<file path="src/hw/decode_defines.svh">
`ifndef DECODE_DEFINES_SVH
`define DECODE_DEFINES_SVH

// Datapath word
`define DATA_WIDTH 32

// Register file geometry
`define REG_ADDR_WIDTH 4
`define NUM_REGS 15  // r0..r14 stored
`define PC_REG 15    // Reads back PC+8

// Instruction field widths
`define COND_WIDTH 4
`define OP_WIDTH 2
`define FUNCT_WIDTH 6
`define IMM_FIELD_WIDTH 24

// Low immediate widths used by the extender
`define IMM8_WIDTH 8
`define IMM12_WIDTH 12

`endif

</file>
<file path="src/hw/decode_pkg.sv">
`include "decode_defines.svh"

package decode_pkg;

	// ALU operation passed to execute
	typedef enum logic [1:0] {
		ALU_ADD = 2'b00,
		ALU_SUB = 2'b01,
		ALU_AND = 2'b10,
		ALU_ORR = 2'b11
	} aluCtrl_e;

	// Immediate forms, code 2'b11 unused
	typedef enum logic [1:0] {
		IMM8  = 2'b00,  // Data processing
		IMM12 = 2'b01,  // LDR/STR offset
		IMM24 = 2'b10   // Branch offset, word aligned
	} immSrc_e;

	// Execute control, all zero is a bubble
	typedef struct packed {
		logic regWrite;
		logic memWrite;
		logic memToReg;
		logic aluSrc;    // Immediate second operand
		logic branch;
		logic [1:0] flagWrite;  // [1] NZ, [0] CV
		aluCtrl_e aluControl;
		logic [`COND_WIDTH-1:0] cond;  // Evaluated in execute
	} execCtrl_t;

	// Operands and destination for execute
	typedef struct packed {
		logic [`DATA_WIDTH-1:0] rd1;
		logic [`DATA_WIDTH-1:0] rd2;
		logic [`DATA_WIDTH-1:0] extImm;
		logic [`REG_ADDR_WIDTH-1:0] wa3;
	} execData_t;

endpackage

</file>
<file path="src/hw/controlUnit.sv">
`timescale 1ns/1ps
`include "decode_defines.svh"

module controlUnit import decode_pkg::*; (
	input  logic [`OP_WIDTH-1:0]    op,
	input  logic [`FUNCT_WIDTH-1:0] funct,
	output execCtrl_t               ctrl,
	output logic [1:0]              regSrc,
	output immSrc_e                 immSrc
);

	localparam logic [`OP_WIDTH-1:0] OP_DATA   = 2'b00;
	localparam logic [`OP_WIDTH-1:0] OP_MEM    = 2'b01;
	localparam logic [`OP_WIDTH-1:0] OP_BRANCH = 2'b10;

	// Data processing commands
	localparam logic [3:0] CMD_AND = 4'b0000;
	localparam logic [3:0] CMD_SUB = 4'b0010;
	localparam logic [3:0] CMD_ADD = 4'b0100;
	localparam logic [3:0] CMD_ORR = 4'b1100;

	logic [3:0] cmd;
	logic immOp;
	logic setFlags;
	logic isLoad;

	assign immOp    = funct[5];    // I bit
	assign cmd      = funct[4:1];
	assign setFlags = funct[0];    // S bit
	assign isLoad   = funct[0];    // L bit for memory ops

	always_comb begin
		ctrl   = '0;
		regSrc = 2'b00;
		immSrc = IMM8;
		case (op)
			OP_DATA: begin
				ctrl.regWrite = 1'b1;
				ctrl.aluSrc   = immOp;
				case (cmd)
					CMD_AND: begin
						ctrl.aluControl = ALU_AND;
						ctrl.flagWrite  = {setFlags, 1'b0};  // Logic ops touch NZ only
					end
					CMD_SUB: begin
						ctrl.aluControl = ALU_SUB;
						ctrl.flagWrite  = {setFlags, setFlags};
					end
					CMD_ADD: begin
						ctrl.aluControl = ALU_ADD;
						ctrl.flagWrite  = {setFlags, setFlags};
					end
					CMD_ORR: begin
						ctrl.aluControl = ALU_ORR;
						ctrl.flagWrite  = {setFlags, 1'b0};
					end
					default: begin
						ctrl = '0;  // Unsupported command
					end
				endcase
			end
			OP_MEM: begin
				ctrl.aluSrc     = 1'b1;
				ctrl.aluControl = ALU_ADD;  // Base plus offset
				immSrc          = IMM12;
				if (isLoad) begin
					ctrl.regWrite = 1'b1;
					ctrl.memToReg = 1'b1;
				end else begin
					ctrl.memWrite = 1'b1;
					regSrc[1]     = 1'b1;  // Store data comes from Rd
				end
			end
			OP_BRANCH: begin
				ctrl.branch     = 1'b1;
				ctrl.aluSrc     = 1'b1;
				ctrl.aluControl = ALU_ADD;  // PC+8 plus offset
				immSrc          = IMM24;
				regSrc[0]       = 1'b1;
			end
			default: begin
				ctrl = '0;  // op 11 is a bubble
			end
		endcase
	end

endmodule

</file>
<file path="src/hw/registerFile.sv">
`timescale 1ns/1ps
`include "decode_defines.svh"

module registerFile (
	input  logic                       Clk,
	input  logic                       we,
	input  logic [`REG_ADDR_WIDTH-1:0] ra1,
	input  logic [`REG_ADDR_WIDTH-1:0] ra2,
	input  logic [`REG_ADDR_WIDTH-1:0] wa3,
	input  logic [`DATA_WIDTH-1:0]     wd3,
	input  logic [`DATA_WIDTH-1:0]     pcPlus8,
	output logic [`DATA_WIDTH-1:0]     rd1,
	output logic [`DATA_WIDTH-1:0]     rd2
);

	localparam logic [`REG_ADDR_WIDTH-1:0] PC_ADDR = `PC_REG;

	logic [`DATA_WIDTH-1:0] regs [0:`NUM_REGS-1];  // r15 is not stored

	always_ff @(posedge Clk) begin
		if (we && (wa3 != PC_ADDR)) begin
			regs[wa3] <= wd3;
		end
	end

	// PC first, then bypass of the write in flight
	function automatic logic [`DATA_WIDTH-1:0] readPort(
		input logic [`REG_ADDR_WIDTH-1:0] ra
	);
		if (ra == PC_ADDR) begin
			return pcPlus8;
		end else if (we && (ra == wa3)) begin
			return wd3;
		end
		return regs[ra];
	endfunction

	always_comb begin
		rd1 = readPort(ra1);
		rd2 = readPort(ra2);
	end

endmodule

</file>
<file path="src/hw/immExtend.sv">
`timescale 1ns/1ps
`include "decode_defines.svh"

module immExtend import decode_pkg::*; (
	input  logic [`IMM_FIELD_WIDTH-1:0] immField,
	input  immSrc_e                     immSrc,
	output logic [`DATA_WIDTH-1:0]      extImm
);

	localparam int SIGN_BITS = `DATA_WIDTH - `IMM_FIELD_WIDTH - 2;

	always_comb begin
		case (immSrc)
			IMM8: begin
				extImm = {{(`DATA_WIDTH-`IMM8_WIDTH){1'b0}}, immField[`IMM8_WIDTH-1:0]};
			end
			IMM12: begin
				extImm = {{(`DATA_WIDTH-`IMM12_WIDTH){1'b0}}, immField[`IMM12_WIDTH-1:0]};
			end
			IMM24: begin
				// Word offset, sign extended and scaled by 4
				extImm = {{SIGN_BITS{immField[`IMM_FIELD_WIDTH-1]}}, immField, 2'b00};
			end
			default: begin
				extImm = '0;
			end
		endcase
	end

endmodule

</file>
<file path="src/hw/stageRegister.sv">
`timescale 1ns/1ps

module stageRegister #(
	parameter type payload_t = logic
) (
	input  logic     Clk,
	input  logic     rstN,
	input  logic     stall,
	input  logic     flush,
	input  payload_t d,
	output payload_t q
);

	// Reset, then flush, then stall, then load
	always_ff @(posedge Clk) begin
		if (!rstN) begin
			q <= '0;
		end else if (flush) begin
			q <= '0;  // Wins over stall
		end else if (!stall) begin
			q <= d;
		end
	end

endmodule

</file>
<file path="src/hw/decodeStage.sv">
`timescale 1ns/1ps
`include "decode_defines.svh"

module decodeStage import decode_pkg::*; (
	input  logic                       Clk,
	input  logic                       rstN,
	input  logic [`DATA_WIDTH-1:0]     instr,
	input  logic [`DATA_WIDTH-1:0]     pcPlus8,
	input  logic                       regWriteW,
	input  logic [`REG_ADDR_WIDTH-1:0] wa3W,
	input  logic [`DATA_WIDTH-1:0]     resultW,
	input  logic                       stallE,
	input  logic                       flushE,
	output execCtrl_t                  ctrlE,
	output execData_t                  dataE
);

	localparam logic [`REG_ADDR_WIDTH-1:0] PC_ADDR = `PC_REG;

	logic [`COND_WIDTH-1:0]      cond;
	logic [`OP_WIDTH-1:0]        op;
	logic [`FUNCT_WIDTH-1:0]     funct;
	logic [`REG_ADDR_WIDTH-1:0]  rn;
	logic [`REG_ADDR_WIDTH-1:0]  rd;
	logic [`REG_ADDR_WIDTH-1:0]  rm;
	logic [`IMM_FIELD_WIDTH-1:0] immField;

	execCtrl_t                  ctrlDecoded;
	execCtrl_t                  ctrlD;
	execData_t                  dataD;
	logic [1:0]                 regSrc;
	immSrc_e                    immSrc;
	logic [`REG_ADDR_WIDTH-1:0] ra1;
	logic [`REG_ADDR_WIDTH-1:0] ra2;
	logic [`DATA_WIDTH-1:0]     rd1;
	logic [`DATA_WIDTH-1:0]     rd2;
	logic [`DATA_WIDTH-1:0]     extImm;

	// Instruction fields
	assign cond     = instr[31:28];
	assign op       = instr[27:26];
	assign funct    = instr[25:20];
	assign rn       = instr[19:16];
	assign rd       = instr[15:12];
	assign rm       = instr[3:0];
	assign immField = instr[23:0];

	// Read address selects
	assign ra1 = regSrc[0] ? PC_ADDR : rn;  // Branch base is PC+8
	assign ra2 = regSrc[1] ? rd : rm;       // Store data register

	controlUnit u_controlUnit (
		.op     (op),
		.funct  (funct),
		.ctrl   (ctrlDecoded),
		.regSrc (regSrc),
		.immSrc (immSrc)
	);

	registerFile u_registerFile (
		.Clk     (Clk),
		.we      (regWriteW),
		.ra1     (ra1),
		.ra2     (ra2),
		.wa3     (wa3W),
		.wd3     (resultW),
		.pcPlus8 (pcPlus8),
		.rd1     (rd1),
		.rd2     (rd2)
	);

	immExtend u_immExtend (
		.immField (immField),
		.immSrc   (immSrc),
		.extImm   (extImm)
	);

	always_comb begin
		ctrlD        = ctrlDecoded;
		ctrlD.cond   = cond;  // Checked later in execute
		dataD.rd1    = rd1;
		dataD.rd2    = rd2;
		dataD.extImm = extImm;
		dataD.wa3    = rd;
	end

	stageRegister #(.payload_t(execCtrl_t)) u_ctrlReg (
		.Clk   (Clk),
		.rstN  (rstN),
		.stall (stallE),
		.flush (flushE),
		.d     (ctrlD),
		.q     (ctrlE)
	);

	// Data is left alone on a flush, the bubble control masks it
	stageRegister #(.payload_t(execData_t)) u_dataReg (
		.Clk   (Clk),
		.rstN  (rstN),
		.stall (stallE),
		.flush (1'b0),
		.d     (dataD),
		.q     (dataE)
	);

endmodule

</file>
<file path="config.mk">
export PLATFORM = sky130hd
export DESIGN_NAME = decodeStage
export DESIGN_NICKNAME = d
export VERILOG_FILES = /design/src/hw/decode_pkg.sv /design/src/hw/controlUnit.sv /design/src/hw/registerFile.sv /design/src/hw/immExtend.sv /design/src/hw/stageRegister.sv /design/src/hw/decodeStage.sv
export VERILOG_INCLUDE_DIRS = /design/src /design/src/hw
export SDC_FILE = /design/constraint.sdc
export NUM_CORES = 1
export LEC_CHECK = 0
export ABC_AREA = 1
export BUFFER_PORTS_ARGS = -buffer_cell sky130_fd_sc_hd__buf_2
export CAP_MARGIN = 30
export CORE_ASPECT_RATIO = 1.1
export CORE_MARGIN = 2
export CORE_UTILIZATION = 30
export CTS_CLUSTER_SIZE = 12
export DETAILED_ROUTE_END_ITERATION = 6
export GPL_TIMING_DRIVEN = 0
export PLACE_DENSITY = 0.54
export SYNTH_ARGS = -nofsm -noshare
export SYNTH_HDL_FRONTEND = slang
export SYNTH_HIERARCHICAL = 1
export SYNTH_SLANG_ARGS = --single-unit
</file>
<file path="constraint.sdc">
create_clock -name Clk -period 3.04 [get_ports Clk]
set_clock_uncertainty 0.2 [all_clocks]
set_input_delay 0.304 -clock Clk [delete_from_list [all_inputs] [get_ports Clk]]
set_output_delay 0.304 -clock Clk [all_outputs]
set_load 0.01 [all_outputs]
</file>
==> impl_metrics.json, run 1 <==
{
  "portBuffers": 217,
  "period_share_pct": 99.7,
  "hold_violations": 0,
  "drc": 1,
  "clockBufferDepth": 3,
  "core_area_um2": 102000,
  "num_vias": 29946,
  "critical_path.max_fanout": 10,
  "endpoint_kind": "flip-flop",
  "overflow": 0,
  "die_x_um": 309,
  "synth_warnings": 6,
  "cts_root_buf": "clkbuf_16",
  "gp_congestion": 0.980,
  "cts_setup_buffers": 0,
  "area_delta_synth_final_pct": 21.5,
  "grt_use_total_pct": 27.0,
  "grt_start_max_net_pins": 23,
  "clkSlewWorstSetupHoldPaths_ps": 60,
  "slowest_stage": "buf_2",
  "critPathBufInv": 7,
  "rows": 123,
  "dpl.cell_count": 5458,
  "cp.required_ps": 3350,
  "maxSlewHeadroom_pct": 25.4,
  "grt_pass1_wl_um": 201000,
  "max_freq_mhz": 330,
  "wire_per_inst_um": 25.6,
  "cp_cell_sequence": "buf_2, inv_1, ha_1, inv_1, nor2_2, buf_4, nand2_1, nand2_1, buf_4, buf_2, buf_4, nand3_1, nand3_1, nand3_2, nand3_1, nand2_1, nand2_1, a21oi_1",
  "slew_violations": 0,
  "htreeDepth": 3,
  "dp_hpwl_um": 105000,
  "antenna_found_initial": 6,
  "grt_pass1_vias": 28166,
  "wl_um": 146000,
  "avgSynthCellArea_um2": 7.99,
  "setup_tns_ps": 0,
  "period_minus_slack_ps": 3030,
  "syn-cell-area_um2": 30700,
  "syn-num-nets": 3955,
  "drtIter0Drc": 3969,
  "cpPeakStageDelay_ps": 430,
  "min_path_type": "in -> reg",
  "drt-pass1-iter-count": 7,
  "io_pins": 218,
  "cp-start-kind": "input pin",
  "num-nets-final": 4361,
  "maxCapViolations": 0,
  "grt_setup_unrepaired": "yes",
  "vias_per_cell": 5.28,
  "critPathKind": "in -> reg",
  "dpl_cell_area_um2": 34000,
  "setup_violations": 0,
  "status": "complete, but fails checks",
  "die_h_um": 340,
  "critPathTopFamily": "buffers and inverters",
  "cpMostUsedCell": "nand2_1",
  "die_area_um2": 105000,
  "netlist_instances": 3845,
  "cts_buffers": 67,
  "start_util_pct": 30.2,
  "fin_cells": 5676,
  "drive_above_1_share_pct": 14.3,
  "worst-slew-pin-transition_ps": 1120,
  "clock_latency_ps": 640,
  "final_area_um2": 37300,
  "cp.arrival_ps": 3340,
  "clkSinkCount": 593,
  "postRouteAntennaNets": 0,
  "cts_tree": "built",
  "power_density_nw_per_um2": 558,
  "n_fill_cell": 10678,
  "failed_checks": "design-rule violations",
  "p_leak_nw": 16.0,
  "peakVddDrop_mv": 0.410
}
-- cell type report --
| type | instances | area [um2] | area share (%) |
|---|---|---|---|
| antenna | 3 | 7.51 | 0.0201 |
| buffer | 259 | 1520 | 4.08 |
| clock buffer | 94 | 1960 | 5.24 |
| clock inverter | 22 | 185 | 0.496 |
| inverter | 301 | 1130 | 3.03 |
| multi-input combinational | 2692 | 11700 | 31.2 |
| sequential | 593 | 16700 | 44.7 |
| tap | 1375 | 1720 | 4.61 |
| timing repair buffer | 337 | 2460 | 6.61 |
-- tightest hold or removal path, delay by kind of cell --
family	cells	cell delay [ps]
buffers and inverters	1	120
AO/OA/AOI/OAI	2	130
AND/OR/NAND/NOR	4	250
-- state kept, by name (all words and copies together), names as in the netlist --
name,cells
u_ctrlReg/q,13
u_dataReg/q,100
u_registerFile/regs,480
-- where the power goes --
part	switching (mW)	total (mW)	internal, mW
registers	0.0848	9.04	8.96
clock network	3.47	8.20	4.73
logic	2.63	3.57	0.946
-- placed cells by master (no fill, tap or decap), types with 4 or more instances in the layout --
cell / instances
nor2_1: 166
ha_1: 5
clkbuf_8: 10
buf_6: 17
nor2_4: 16
or2_0: 5
buf_1: 11
or2_1: 4
clkinv_2: 9
a21oi_2: 11
a21oi_1: 167
buf_4: 40
inv_1: 287
o211ai_1: 33
o21ai_0: 142
o21ai_1: 8
nor2_2: 12
edfxtp_1: 480
buf_12: 15
dfxtp_1: 113
inv_2: 13
clkbuf_16: 73
clkbuf_2: 26
clkinv_1: 7
clkbuf_4: 14
buf_2: 340
nand3_1: 557
dlygate4sd3_1: 99
clkbuf_1: 41
nand2_1: 1553
nand2_2: 4
-- through the flow --
| stage | worst slack, ps | hold slack [ps] | util (%) | power, mW |
|---|---|---|---|---|
| after global routing | -57.2 | 56.9 | 36.6 | 21.3 |
| after detailed placement | -1120 | 250 | 33.4 | 12.5 |
| after global placement | -1900 | 244 | 32.9 | 12.4 |
| after floorplan | 536 | 203 | - | 10.9 |
| after CTS | 8.78 | 0.00255 | 36.5 | 20.7 |
| final | 9.58 | 20.8 | 36.6 | 20.8 |
-- path summary, 6_finish.rpt --
kind | cells past startpoint | endpoint | start | slack [ps]
worst max-delay path | 18 | u_dataReg/q[50] | instr[27] | 10
worst min-delay path | 7 | u_dataReg/q[68] | pcPlus8[0] | 20
worst max register to register | 10 | u_dataReg/q[92] | u_registerFile/regs[1][24] | 1160
worst min register to register | 2 | u_dataReg/q[24] | u_dataReg/q[24] | 260
-- layer usage --
layer  vias up  track usage, %  part of all wire, %
li1      13343               -                    -
met1     14136            32.9                   37
met2      1987            42.8                   45
met3       470            6.95                   12
met4        10            16.0                  6.4
met5         -               0                 0.11
-- repair_timing --
item,CTS,global route
endpoints found under the hold margin,558,0
pin swaps,0,0
resized for setup,35,66
endpoints found under the setup margin,32,48
hold buffers,99,0
No activity file was read; power rests on OpenSTA's default activity.
==> run 2, diff against run 1 <==
--- a/config.mk
+++ b/config.mk
@@ -9,9 +9,10 @@
 export ABC_AREA = 1
 export BUFFER_PORTS_ARGS = -buffer_cell sky130_fd_sc_hd__buf_2
 export CAP_MARGIN = 30
-export CORE_ASPECT_RATIO = 1.1
+export CORE_ASPECT_RATIO = 1.5
 export CORE_MARGIN = 2
 export CORE_UTILIZATION = 30
+export CTS_BUF_LIST = sky130_fd_sc_hd__clkbuf_16
 export CTS_CLUSTER_SIZE = 12
 export DETAILED_ROUTE_END_ITERATION = 6
 export GPL_TIMING_DRIVEN = 0
==> impl_metrics.json, run 2 (synthesized netlist as in run 1, its figures left out) <==
{
  "drc": 2,
  "slew_violations": 0,
  "dpl.cell_count": 5399,
  "n_fill_cell": 10518,
  "critPathKind": "in -> reg",
  "top_regs": "u_registerFile/regs x480, u_dataReg/q x100, u_ctrlReg/q x13",
  "max_freq_mhz": 329,
  "final_common_cell": "nand2_1",
  "period_minus_slack_ps": 3040,
  "cts_tree": "built",
  "start_util_pct": 30.3,
  "worst-slew-pin-transition_ps": 1170,
  "cp.arrival_ps": 3400,
  "min_path_type": "in -> reg",
  "maxSlewHeadroom_pct": 22.3,
  "critical_path.max_fanout": 10,
  "wl_um": 158000,
  "cp-start-kind": "input pin",
  "fin_cells": 5623,
  "die_h_um": 396,
  "grt_pass1_vias": 28806,
  "regMostFlops": "u_registerFile/regs",
  "maxCapViolations": 0,
  "final_area_um2": 37300,
  "cts_root_buf": "clkbuf_16",
  "clock_latency_ps": 690,
  "rows": 143,
  "ff2ff_path_depth": 10,
  "grt_start_max_net_pins": 22,
  "dpl_cell_area_um2": 34100,
  "drtIter0Drc": 3914,
  "drt-pass1-iter-count": 7,
  "peakVddDrop_mv": 0.428,
  "io_pins": 218,
  "place_ws_ps": -1200,
  "period_share_pct": 100,
  "power_density_nw_per_um2": 553,
  "clkSlewWorstSetupHoldPaths_ps": 60,
  "antenna_found_initial": 8,
  "die_area_um2": 105000,
  "postRouteAntennaNets": 0,
  "hold_violations": 0,
  "p_leak_nw": 16.1,
  "cts_buffers": 66,
  "multiInputGateArea_um2": 11700,
  "min_path_cells": 7,
  "cp.required_ps": 3390,
  "clockBufferDepth": 3,
  "dp_hpwl_um": 111000,
  "die_x_um": 265,
  "failed_checks": "design-rule violations, negative setup slack",
  "htreeDepth": 3,
  "seqCellArea_um2": 16700,
  "grt_setup_unrepaired": "no",
  "core_area_um2": 101000,
  "clkSinkCount": 593,
  "num-nets-final": 4372,
  "setup_violations": 1,
  "area_delta_synth_final_pct": 21.5,
  "overflow": 0,
  "endpoint_kind": "flip-flop",
  "gp_congestion": 1.01,
  "setup_tns_ps": -3.60,
  "wire_per_inst_um": 28.1,
  "largest_reg_flops": 480,
  "vias_per_cell": 5.43,
  "fin_ws_ps": -3.60,
  "grt_use_total_pct": 29.5,
  "status": "complete, but fails checks",
  "grt_pass1_wl_um": 216000,
  "portBuffers": 217,
  "num_vias": 30533,
  "layout_common_cells": "nand2_1, nand3_1, edfxtp_1",
  "drive_above_1_share_pct": 14.5
}
run 2: changes by cell type in the layout (fill, tap and decap cells not counted), moves of 15 or more:
cell	delta
inv_1	+20
clkbuf_1	-18
clkbuf_4	+17
buf_2	-15
buf_8	+15
run 2: worst paths after layout:
check	slack, ps	end	from
setup / recovery	-4	u_dataReg/q[80]	instr[17]
hold / removal	30	u_dataReg/q[77]	pcPlus8[9]
setup reg to reg	1090	u_dataReg/q[82]	u_registerFile/regs[5][14]
hold reg to reg	260	u_dataReg/q[6]	u_dataReg/q[6]
run 2: metrics by stage:
step	power (mW)	hold slack, ps	util [%]
2_1_floorplan	10.9	203	-
3_3_place_gp	12.6	247	33.0
3_5_place_dp	12.7	250	33.6
4_1_cts	20.5	4.51	36.6
5_1_grt	21.2	46.1	36.8
6_report	20.6	29.0	36.8
run 2: area by class of cell:
class	count	area share [%]
clock inverters	49	0.748
inverters	301	3.03
clock buffers	69	4.63
multi-input cells	2692	31.3
plain buffers	259	4.15
flip-flops and latches	593	44.7
well taps	1305	4.38
repair buffers	349	7.07
diodes	6	0.0402
run 2: worst max-delay path, cell delays in order:
cell	delay, ps
dlygate4sd3_1	560
buf_2	160
or2_1	210
buf_2	190
inv_2	290
clkbuf_1	440
buf_8	260
nand3_1	160
nand3_1	120
nand3_1	110
nand3_1	160
nand2_2	200
nand2_1	150
a21oi_1	60
run 2: metal layers:
| metal | up-vias | wire, um | GRT usage (%) | part of all wire, % |
|---|---|---|---|---|
| met2 | 2152 | 71100 | 47.2 | 45 |
| met3 | 635 | 18200 | 8.28 | 11 |
| met1 | 14363 | 53900 | 33.0 | 34 |
| li1 | 13375 | - | - | - |
| met4 | 8 | 15000 | 23.4 | 9.5 |
| met5 | - | 58 | 0 | 0.037 |
run 2: power by group:
part | leakage (nW) | internal [mW] | switching [mW]
clock | 1.07 | 4.21 | 3.61
sequential | 5.25 | 8.96 | 0.0835
combinational | 9.80 | 0.978 | 2.80
total | 16.1 | 14.1 | 6.50
run 2: what timing repair did:
item	4_1_cts	5_1_grt
resized for setup	34	76
hold buffers	100	0
hold endpoints to repair	564	0
endpoints found under the setup margin	35	39
buffers inserted	0	0
